`config.mk`:
```
export PLATFORM = sky130hd
export DESIGN_NAME = bus_ctrl_top
export DESIGN_NICKNAME = d
export VERILOG_FILES = /design/src/design/bus_ctrl_pkg.sv /design/src/design/ctrl_settings.sv /design/src/design/sfpp_status_monitor.sv /design/src/design/readback_mux.sv /design/src/design/bus_ctrl_top.sv
export VERILOG_INCLUDE_DIRS = /design/src /design/src/design
export SDC_FILE = /design/constraint.sdc
export NUM_CORES = 1
export LEC_CHECK = 0
export ABC_AREA = 1
export BUFFER_PORTS_ARGS = -buffer_cell sky130_fd_sc_hd__buf_2
export CAP_MARGIN = 20
export CORE_MARGIN = 4
export CORE_UTILIZATION = 48
export CTS_CLUSTER_SIZE = 14
export DETAILED_ROUTE_END_ITERATION = 6
export PLACE_DENSITY_LB_ADDON = 0.12
export SETUP_SLACK_MARGIN = 0.3
export SYNTH_ARGS = -nofsm -noshare
export SYNTH_HDL_FRONTEND = slang
export SYNTH_SLANG_ARGS = --single-unit
```
`constraint.sdc`:
```
create_clock -name clk -period 1.4 [get_ports clk]
set_clock_uncertainty 0.1 [all_clocks]
set_input_delay 0 -clock clk [delete_from_list [all_inputs] [get_ports clk]]
set_output_delay 0 -clock clk [all_outputs]
set_load 0.1 [all_outputs]
```
`src/design/bus_ctrl_params.svh`:
```
// Bus control constants
// Bus widths, register map, reset values and identification words
`ifndef BUS_CTRL_PARAMS_SVH
`define BUS_CTRL_PARAMS_SVH

// -----------------------------------------------
// Bus widths
// -----------------------------------------------
`define SR_AWIDTH           8
`define RB_AWIDTH           8
`define BUS_DWIDTH          32
`define PHY_STATUS_W        16

// Settings register map
`define SR_LEDS_ADDR        8'd0
`define SR_SW_RST_ADDR      8'd1
`define SR_CLOCK_CTRL_ADDR  8'd2
`define SR_SFPP_CTRL0_ADDR  8'd8
`define SR_SFPP_CTRL1_ADDR  8'd9

// Readback word map
`define RB_COUNTER_ADDR       8'd0
`define RB_CLK_STATUS_ADDR    8'd3
`define RB_COMPAT_NUM_ADDR    8'd6
`define RB_NUM_CE_ADDR        8'd7
`define RB_SFPP_STATUS0_ADDR  8'd8
`define RB_SFPP_STATUS1_ADDR  8'd9

// GPS reference enabled out of reset
`define CLOCK_CTRL_RESET    8'h40

// -----------------------------------------------
// Identification
// -----------------------------------------------
`define COMPAT_MAJOR        16'h0021
`define COMPAT_MINOR        16'h0000
`define NUM_CE_VALUE        2

`endif

```
`src/design/bus_ctrl_pkg.sv`:
```
// Bus control types
// Address enums and packed structs shared across the control block
`default_nettype none

`include "bus_ctrl_params.svh"

package bus_ctrl_pkg;

  // -----------------------------------------------
  // Address maps
  // -----------------------------------------------

  // Settings bus targets
  typedef enum logic [`SR_AWIDTH-1:0] {
    SR_LEDS       = `SR_LEDS_ADDR,
    SR_SW_RST     = `SR_SW_RST_ADDR,
    SR_CLOCK_CTRL = `SR_CLOCK_CTRL_ADDR,
    SR_SFPP_CTRL0 = `SR_SFPP_CTRL0_ADDR,
    SR_SFPP_CTRL1 = `SR_SFPP_CTRL1_ADDR
  } sr_addr_e;

  // Readback words
  typedef enum logic [`RB_AWIDTH-1:0] {
    RB_COUNTER      = `RB_COUNTER_ADDR,
    RB_CLK_STATUS   = `RB_CLK_STATUS_ADDR,
    RB_COMPAT_NUM   = `RB_COMPAT_NUM_ADDR,
    RB_NUM_CE       = `RB_NUM_CE_ADDR,
    RB_SFPP_STATUS0 = `RB_SFPP_STATUS0_ADDR,
    RB_SFPP_STATUS1 = `RB_SFPP_STATUS1_ADDR
  } rb_addr_e;

  // -----------------------------------------------
  // Bus transfers
  // -----------------------------------------------

  // One settings write, valid for the cycle stb is high
  typedef struct packed {
    logic                   stb;
    sr_addr_e               addr;
    logic [`BUS_DWIDTH-1:0] data;
  } set_bus_t;

  // One readback request
  typedef struct packed {
    logic     rd_stb;
    rb_addr_e addr;
  } rb_req_t;

  // -----------------------------------------------
  // SFP+ cage status
  // -----------------------------------------------

  // Low speed cage pins
  typedef struct packed {
    logic mod_abs;
    logic tx_fault;
    logic rx_los;
  } sfpp_pins_t;

  // Status word, top bit first
  typedef struct packed {
    logic [`PHY_STATUS_W-1:0] phy_status;
    logic [9:0]               pad;
    sfpp_pins_t               changed;
    sfpp_pins_t               level;
  } sfpp_status_t;

endpackage

`default_nettype wire

```
`src/design/ctrl_settings.sv`:
```
// Control settings register file
// Decodes settings bus writes into LED, soft reset, clock and SFP+ rate outputs
`timescale 1ns/100ps
`default_nettype none

`include "bus_ctrl_params.svh"

module ctrl_settings (
  input  wire                        clk,
  input  wire                        i_rst_n,
  // Settings bus
  input  wire bus_ctrl_pkg::set_bus_t i_set,
  // Front panel LEDs
  output logic [7:0]                 o_leds,
  // Soft resets
  output logic [3:0]                 o_sw_rst,
  // Clock source and reference control
  output logic [7:0]                 o_clock_control,
  // SFP+ rate select, 1 pulls the pin low
  output logic [1:0]                 o_sfpp0_rs_drive,
  output logic [1:0]                 o_sfpp1_rs_drive
);

  import bus_ctrl_pkg::*;

  // -----------------------------------------------
  // Write data slices
  // -----------------------------------------------

  // Each register takes the low bits of the word
  logic [7:0] wr_byte;
  logic [3:0] wr_nibble;
  logic [1:0] wr_pair;

  assign wr_byte   = i_set.data[7:0];
  assign wr_nibble = i_set.data[3:0];
  assign wr_pair   = i_set.data[1:0];

  // -----------------------------------------------
  // Register bank
  // -----------------------------------------------

  // Soft reset bits
  //   bit 0 holds the PHY in reset
  //   bit 1 resets the radio clock domain
  //   bit 2 resets the radio clock PLL
  //   bit 3 resets the ADC delay controller
  //
  // Clock control bit 6 enables the GPS reference,
  // so it comes out of reset set
  always_ff @(posedge clk or negedge i_rst_n) begin
    if (!i_rst_n) begin
      o_leds           <= '0;
      o_sw_rst         <= '0;
      o_clock_control  <= `CLOCK_CTRL_RESET;
      o_sfpp0_rs_drive <= '0;
      o_sfpp1_rs_drive <= '0;
    end else if (i_set.stb) begin
      // Address decode, other addresses are ignored
      case (i_set.addr)
        SR_LEDS: begin
          o_leds <= wr_byte;
        end
        SR_SW_RST: begin
          o_sw_rst <= wr_nibble;
        end
        SR_CLOCK_CTRL: begin
          o_clock_control <= wr_byte;
        end
        // Cage 0 RS0 in bit 0, RS1 in bit 1
        SR_SFPP_CTRL0: begin
          o_sfpp0_rs_drive <= wr_pair;
        end
        // Cage 1 uses the same layout
        SR_SFPP_CTRL1: begin
          o_sfpp1_rs_drive <= wr_pair;
        end
        default: begin
          // No register here
        end
      endcase
    end
  end

endmodule

`default_nettype wire

```
`src/design/sfpp_status_monitor.sv`:
```
// SFP+ cage status monitor
// Synchronizes cage pins and PHY status, latches pin changes until read
`timescale 1ns/100ps
`default_nettype none

`include "bus_ctrl_params.svh"

module sfpp_status_monitor (
  input  wire                             clk,
  input  wire                             i_rst_n,
  // Asynchronous cage pins
  input  wire bus_ctrl_pkg::sfpp_pins_t   i_pins,
  // Asynchronous PHY status bits
  input  wire [`PHY_STATUS_W-1:0]         i_phy_status,
  // Clear of the change flags on a status read
  input  wire                             i_clear,
  output bus_ctrl_pkg::sfpp_status_t      o_status
);

  import bus_ctrl_pkg::*;

  // -----------------------------------------------
  // Synchronizers
  // -----------------------------------------------

  sfpp_pins_t               pins_meta;
  sfpp_pins_t               pins_sync;
  sfpp_pins_t               pins_prev;
  sfpp_pins_t               pins_toggle;
  sfpp_pins_t               pins_changed;
  logic [`PHY_STATUS_W-1:0] phy_meta;
  logic [`PHY_STATUS_W-1:0] phy_sync;

  // Two flops per bit, every bit treated as independent
  always_ff @(posedge clk) begin
    pins_meta <= i_pins;
    pins_sync <= pins_meta;
    phy_meta  <= i_phy_status;
    phy_sync  <= phy_meta;
  end

  // Last synchronized level for edge detect
  always_ff @(posedge clk) begin
    pins_prev <= pins_sync;
  end

  // Any edge on any pin
  assign pins_toggle = pins_sync ^ pins_prev;

  // -----------------------------------------------
  // Change latches
  // -----------------------------------------------

  // Sticky until cleared
  // a new edge during the clear cycle wins
  always_ff @(posedge clk or negedge i_rst_n) begin
    if (!i_rst_n) begin
      pins_changed <= '0;
    end else if (i_clear) begin
      pins_changed <= pins_toggle;
    end else begin
      pins_changed <= pins_changed | pins_toggle;
    end
  end

  // Status word
  always_comb begin
    o_status            = '0;
    o_status.phy_status = phy_sync;
    o_status.changed    = pins_changed;
    o_status.level      = pins_sync;
  end

endmodule

`default_nettype wire

```
`src/design/readback_mux.sv`:
```
// Readback word selector
// Registered status readback, free-running cycle counter and cage flag clears
`timescale 1ns/100ps
`default_nettype none

`include "bus_ctrl_params.svh"

module readback_mux (
  input  wire                              clk,
  input  wire                              i_rst_n,
  // Readback request
  input  wire bus_ctrl_pkg::rb_req_t       i_rb,
  // Clock chip status pins
  input  wire [7:0]                        i_clock_status,
  // Cage status words
  input  wire bus_ctrl_pkg::sfpp_status_t  i_sfpp0_status,
  input  wire bus_ctrl_pkg::sfpp_status_t  i_sfpp1_status,
  // Flag clears back to the cage monitors
  output logic                             o_sfpp0_clear,
  output logic                             o_sfpp1_clear,
  // Readback response
  output logic [`BUS_DWIDTH-1:0]           o_rb_data,
  output logic                             o_rb_valid
);

  import bus_ctrl_pkg::*;

  // Fixed identification words
  localparam logic [`BUS_DWIDTH-1:0] COMPAT_WORD = {`COMPAT_MAJOR, `COMPAT_MINOR};
  localparam logic [`BUS_DWIDTH-1:0] NUM_CE_WORD = `NUM_CE_VALUE;

  logic [`BUS_DWIDTH-1:0] counter;
  logic [`BUS_DWIDTH-1:0] rb_sel;

  // -----------------------------------------------
  // Cycle counter
  // -----------------------------------------------

  // Wraps silently
  always_ff @(posedge clk or negedge i_rst_n) begin
    if (!i_rst_n) begin
      counter <= '0;
    end else begin
      counter <= counter + 1'b1;
    end
  end

  // -----------------------------------------------
  // Word select
  // -----------------------------------------------

  always_comb begin
    case (i_rb.addr)
      RB_COUNTER:      rb_sel = counter;
      RB_CLK_STATUS:   rb_sel = {{(`BUS_DWIDTH-8){1'b0}}, i_clock_status};
      RB_COMPAT_NUM:   rb_sel = COMPAT_WORD;
      RB_NUM_CE:       rb_sel = NUM_CE_WORD;
      // Flags as they stood before this read clears them
      RB_SFPP_STATUS0: rb_sel = i_sfpp0_status;
      RB_SFPP_STATUS1: rb_sel = i_sfpp1_status;
      default:         rb_sel = '0;
    endcase
  end

  // Clear pulses, same cycle as the read strobe
  assign o_sfpp0_clear = i_rb.rd_stb && (i_rb.addr == RB_SFPP_STATUS0);
  assign o_sfpp1_clear = i_rb.rd_stb && (i_rb.addr == RB_SFPP_STATUS1);

  // -----------------------------------------------
  // Response registers
  // -----------------------------------------------

  // One valid pulse per strobe
  always_ff @(posedge clk or negedge i_rst_n) begin
    if (!i_rst_n) begin
      o_rb_valid <= 1'b0;
    end else begin
      o_rb_valid <= i_rb.rd_stb;
    end
  end

  // Data holds until the next read
  always_ff @(posedge clk) begin
    if (i_rb.rd_stb) begin
      o_rb_data <= rb_sel;
    end
  end

endmodule

`default_nettype wire

```
`src/design/bus_ctrl_top.sv`:
```
// Bus control block top level
// Settings register file and two SFP+ cage monitors feeding the readback mux
`timescale 1ns/100ps
`default_nettype none

`include "bus_ctrl_params.svh"

module bus_ctrl_top (
  input  wire                             clk,
  input  wire                             i_rst_n,
  // Settings and readback buses
  input  wire bus_ctrl_pkg::set_bus_t     i_set,
  input  wire bus_ctrl_pkg::rb_req_t      i_rb,
  // Clock chip status
  input  wire [7:0]                       i_clock_status,
  // SFP+ cage pins and PHY status
  input  wire bus_ctrl_pkg::sfpp_pins_t   i_sfpp0_pins,
  input  wire bus_ctrl_pkg::sfpp_pins_t   i_sfpp1_pins,
  input  wire [`PHY_STATUS_W-1:0]         i_sfpp0_phy_status,
  input  wire [`PHY_STATUS_W-1:0]         i_sfpp1_phy_status,
  // Control outputs
  output wire [7:0]                       o_leds,
  output wire [3:0]                       o_sw_rst,
  output wire [7:0]                       o_clock_control,
  // Rate pin pull-down enables, pads live outside
  output wire [1:0]                       o_sfpp0_rs_drive,
  output wire [1:0]                       o_sfpp1_rs_drive,
  // Readback response
  output wire [`BUS_DWIDTH-1:0]           o_rb_data,
  output wire                             o_rb_valid
);

  import bus_ctrl_pkg::*;

  // Cage monitor to readback mux
  sfpp_status_t sfpp0_status;
  sfpp_status_t sfpp1_status;
  wire          sfpp0_clear;
  wire          sfpp1_clear;

  // -----------------------------------------------
  // Settings
  // -----------------------------------------------

  ctrl_settings u_settings (
    .clk              (clk),
    .i_rst_n          (i_rst_n),
    .i_set            (i_set),
    .o_leds           (o_leds),
    .o_sw_rst         (o_sw_rst),
    .o_clock_control  (o_clock_control),
    .o_sfpp0_rs_drive (o_sfpp0_rs_drive),
    .o_sfpp1_rs_drive (o_sfpp1_rs_drive)
  );

  // -----------------------------------------------
  // Cage monitors
  // -----------------------------------------------

  sfpp_status_monitor u_sfpp0_mon (
    .clk          (clk),
    .i_rst_n      (i_rst_n),
    .i_pins       (i_sfpp0_pins),
    .i_phy_status (i_sfpp0_phy_status),
    .i_clear      (sfpp0_clear),
    .o_status     (sfpp0_status)
  );

  sfpp_status_monitor u_sfpp1_mon (
    .clk          (clk),
    .i_rst_n      (i_rst_n),
    .i_pins       (i_sfpp1_pins),
    .i_phy_status (i_sfpp1_phy_status),
    .i_clear      (sfpp1_clear),
    .o_status     (sfpp1_status)
  );

  // -----------------------------------------------
  // Readback
  // -----------------------------------------------

  readback_mux u_readback (
    .clk            (clk),
    .i_rst_n        (i_rst_n),
    .i_rb           (i_rb),
    .i_clock_status (i_clock_status),
    .i_sfpp0_status (sfpp0_status),
    .i_sfpp1_status (sfpp1_status),
    .o_sfpp0_clear  (sfpp0_clear),
    .o_sfpp1_clear  (sfpp1_clear),
    .o_rb_data      (o_rb_data),
    .o_rb_valid     (o_rb_valid)
  );

endmodule

`default_nettype wire

```
-- Word-level counts from Yosys, hierarchy flattened
Cells that the tools add are included.
Widths: inputs -> output; s select.
- register bits: 177
- bits in latches: 0
- RAM bits: 0
- memory bits (read-only): 0
- bits of input ports: 98
- word-level logic and storage cells: 62
- memories kept: 0
- add/sub/neg operators: 1
- multipliers: 0
- div/mod/pow operators: 0
- $lt $le $gt $ge: 0
- eq/ne operators: 9
- shift-type cells: 0
- multiplexer cells: 3
- bitwise operators: 4
- reduce and logical (&&, ||, !) cells: 9
- operators by type and width (kind ; number):
    $pmux 32 s6 ; 1
    $add 32x1->32 const B ; 1
    $eq 8x4->1 const B ; 4
    $eq 8x2->1 const B ; 2
    $eq 8x3->1 const B ; 2
    $logic_not 8->1 ; 2
    $reduce_and 2->1 ; 5
    $eq 8x1->1 const B ; 1
    $mux 3 ; 2
    $or 3x3->3 ; 2
    $xor 3x3->3 ; 2
    $logic_and 1x1->1 ; 2

-- Logic depth before layout (Yosys ltp)
- depth in word-level cells: 3
- mapped depth: 8

-- Cells and area by module
A second synthesis with hierarchy kept.
- cells, all modules: 707
- area, all modules: 6769.0 µm²
- by module, submodules not included (module ; instances ; cells each ; area each (µm²) ; seq. area each (µm²)):
    readback_mux ; 1 ; 432 ; 3578.4 ; 1786.7
    sfpp_status_monitor ; 2 ; 74 ; 1049.8 ; 895.9
    ctrl_settings ; 1 ; 127 ; 1091.0 ; 601.8

-- Worst setup path before layout
No wires, ideal clock.
- kind: reg-to-reg
- start point: register u_readback.counter[0]
- end point: register u_readback.counter[20]
- library setup time: 0.117 ns
- arrival time: 1.206 ns
- required time: 1.183 ns
- setup slack: -0.022 ns
- cell stages (with the launch flop): 9
- buffers on the path: 0
- period minus slack after synthesis: 1.422 ns
- cells stage by stage: dfrtp_1 ha_1 nand3_1 inv_2 nand2_2 nor2_2 nand2_1 nand2_1 nand2_1
- cells in the longest elaborated chain, start to end: 1
- ends and longest elaborated chain (element ; RTL line ; source):
    from (decl) ; readback_mux.sv:32 ; logic [`BUS_DWIDTH-1:0] counter;
    from (signal assigned) ; readback_mux.sv:44 ; counter <= counter + 1'b1;
    $add 32x1->32 ; readback_mux.sv:44 ;
Every way passes these cells.
A chain may end at the register's enable or synchronous reset.

-- Worst setup path after layout
- start point: input i_set[34] in the netlist's numbering
- end point: register u_settings.o_clock_control[3]
- cells in the longest elaborated chain, start to end: 2
- ends and longest elaborated chain (element ; RTL line ; source):
    from (decl) ; bus_ctrl_top.sv:12 ; input wire bus_ctrl_pkg::set_bus_t i_set,
    $eq 8x2->1 ; ctrl_settings.sv:60 ; case (i_set.addr)
    $reduce_and 2->1 (no source line) ; n/a ;
    to (signal assigned) ; ctrl_settings.sv:55 ; o_clock_control <= `CLOCK_CTRL_RESET;
    to (signal assigned) ; ctrl_settings.sv:68 ; o_clock_control <= wr_byte;
    to (decl) ; ctrl_settings.sv:18 ; output logic [7:0] o_clock_control,
Every way passes these cells.

==> metrics.txt <==
DIE HEIGHT=123 um; starting density of the core=0.499; CP required=1670 ps; CP startpoint kind=input port; syn_area_per_cell=9.97 um^2; Post-Syn Nets=741; final WL=18.8 mm; minimum clock period=1400 ps; PD cells=1110 nW/um^2; WS Path Type=input port to register; Post-Synth Simple-Gate Area=0.279; asr flop ratio synth=0.356; Fin. Hold Viols=2; Hold WS=-90.4 ps; Layout Nets=1,009; Synth Area in XOR/XNOR=0.0311; sequential share of the synthesized area=0.653; first drt pass iteration count=5; Highest Clock Rate=715 MHz; initial antenna violation count=0; DR iter-0 viols=411; Rows=41; largest family of logic cells by synthesized area=simple AND/OR/NAND/NOR gates; top post-synthesis cells by area=dfxtp_1 (26%), dfrtp_1 (24%), edfxtp_1 (15%), nand2_1 (11%), nand3_1 (7.2%); max_cap viols=0; Port Buffers=130; Synth Instances=642; core area=12,800 um^2; worst slew pin tran=375 ps; area of the multi-input gates=2390 um^2; Max-slew headroom=0.749; Distinct cells, synth=26; Chip Width=123 um; clock-pin slew on the worst setup and hold paths=70 ps; total grt overflow=0; Final ANT Viol Nets=0; RSZ-0062 raised after global routing=yes; # DRC=0; DP HPWL=10.1 mm; count leader, synth=nand2_1; TritonCTS Sinks=177; Post-Syn Area=6400 um^2; adder-cell share of the synthesized area=0.00196; Core Util, Final=0.806; TritonCTS clock tree=yes; peak supply drop=1.21 mV; Most used DFF post-synth=dfxtp_1; final setup TNS=0 ps; Final Cycle Share=0.999; critical path endpoint category=register; most common library cells after synthesis=nand2_1 (192), nand3_1 (92), dfxtp_1 (82), dfrtp_1 (62), nor2_1 (56); Synth Area in Compound Gates=0.00547; flops & latches, synth=177; I/O pin cnt=155; Total Routing Usage GR=0.222; number of diodes=0; number of synthesized flops with an enable pin=32; mux contribution to synthesized area=0; Arr. time, crit path=1660 ps; area leader, netlist=dfxtp_1; Die Area=15,200 um^2; Synth top area share=0.257; Yosys warning total=0; fillers=709; routed vias/inst=5.07; HP Class=input port to register; Placer Congestion=0.929; DR vias=5,547; # setup viols final=0; drt wl/cell=17.2 um; largest net degree at the start of global routing=64; Clock Latency Late Sink=440 ps; Leakage=4.66 nW; run status=finished with violations; register area=4230 um^2; CTS max path bufs=2; CTS H-tree depth=4; first-pass GRT wire length=25.9 mm; Final Max Tran Viols=0; share of cells above drive strength 1=0.411; root buf cell=clkbuf_16; CTS Buf Count=17; vias in the first global route=5,418; failing checks=hold timing; Area growth syn-to-layout=61.5%; CP Max Fanout=14
[registers in the layout, summed over array words and instances, names as in the netlist, 3 cells and up]
name	flops
u_sfpp1_mon.phy_meta	16
u_sfpp0_mon.pins_prev	3
u_sfpp0_mon.o_status	6
u_sfpp0_mon.phy_meta	16
u_readback.o_rb_data	32
u_sfpp1_mon.pins_meta	3
u_sfpp0_mon.pins_meta	3
u_settings.o_clock_control	8
u_sfpp1_mon.phy_sync	16
u_settings.o_sw_rst	4
u_readback.counter	32
u_sfpp0_mon.phy_sync	16
u_settings.o_leds	8
u_sfpp1_mon.o_status	6
u_sfpp1_mon.pins_prev	3
[critical path, cell delays in order]
cell and delay (ps):
buf_2 90, dlygate4sd3_1 610, nor2_1 180, nand2_2 120
nor2_4 170, buf_12 140, buf_8 140, nand3_1 100
nand2_1 110
[worst paths after layout]
check	start	endpoint	slack, ps	cells past startpoint
min	i_set[33]	u_settings.o_sfpp0_rs_drive[0]	-90	5
max reg2reg	u_readback.counter[12]	u_readback.counter[31]	10	7
min reg2reg	u_sfpp0_mon.pins_meta[1]	u_sfpp0_mon.o_status[1]	230	0
min in group asynchronous	i_rst_n	u_settings.o_leds[1]	20	3
max in group asynchronous	i_rst_n	u_settings.o_clock_control[6]	860	3
max	i_set[34]	u_settings.o_clock_control[3]	2	9
[cells by family after synthesis]
group | Yosys count
xor+xnor | 21
simple gates | 391
flops | 177
compound gates | 7
buf+inv | 45
fa+ha+maj | 1
[per-layer routing]
metal  vias up  track usage  share of wire
met5         -            0              0
met4         0       0.0844          0.036
met3        56       0.0554          0.059
met2       231        0.381           0.52
met1      2642        0.269           0.38
li1       2618            -              -
[layout make-up]
cell class,instances,area share
repair buffers,262,0.270
flip-flops and latches,177,0.409
inverters,31,0.0115
clock inverters,12,0.0104
well taps,172,0.0208
clock buffers,19,0.0460
multi-input cells,421,0.231
[power by group]
| part | internal (mW) | total (mW) | leakage, nW | switching, mW |
|---|---|---|---|---|
| clock | 2.54 | 4.67 | 0.290 | 2.13 |
| combinational | 0.505 | 1.25 | 2.57 | 0.745 |
| sequential | 5.40 | 5.52 | 1.80 | 0.116 |
[metrics by stage]
| stage | instances | total power, mW | cell area (um^2) | setup WS [ps] |
|---|---|---|---|---|
| after floorplan | 642 | 6.13 | 6500 | 112 |
| after global placement | 953 | 6.42 | 7530 | 6.17 |
| after detailed placement | 953 | 6.44 | 7530 | 4.25 |
| after CTS | 1073 | 11.3 | 9520 | 46.2 |
| after global routing | 1094 | 11.7 | 10300 | -107 |
| final | 1094 | 11.4 | 10300 | 1.66 |
[repair_timing]
item / CTS / global route
buffers inserted: 28 / 18
hold buffers: 61 / 3
resized for setup: 178 / 167
cloned: 0 / 1
endpoints found under the setup margin: 86 / 124
endpoints found under the hold margin: 142 / 15
pin swaps: 28 / 27
[cells in the final DEF (no fill, tap or decap), types with 3 or more instances in the layout]
cell type and instances:
buf_4 46, nor2_2 23, nor2_4 22, nand3_1 90
nand4_1 7, inv_2 5, nand3b_1 15, clkinv_4 3
nand2_4 12, clkbuf_16 19, edfxtp_1 32, o21ai_0 6
inv_6 6, dfrtp_2 39, inv_1 25, nand2_1 153
dlygate4sd3_1 62, buf_12 63, nor2_1 29, dfxtp_1 82
buf_2 73, nand2_2 36, xor2_1 9, xnor2_1 9
buf_6 16, dfrtp_1 23
No activity file was read; power rests on OpenSTA's default activity.
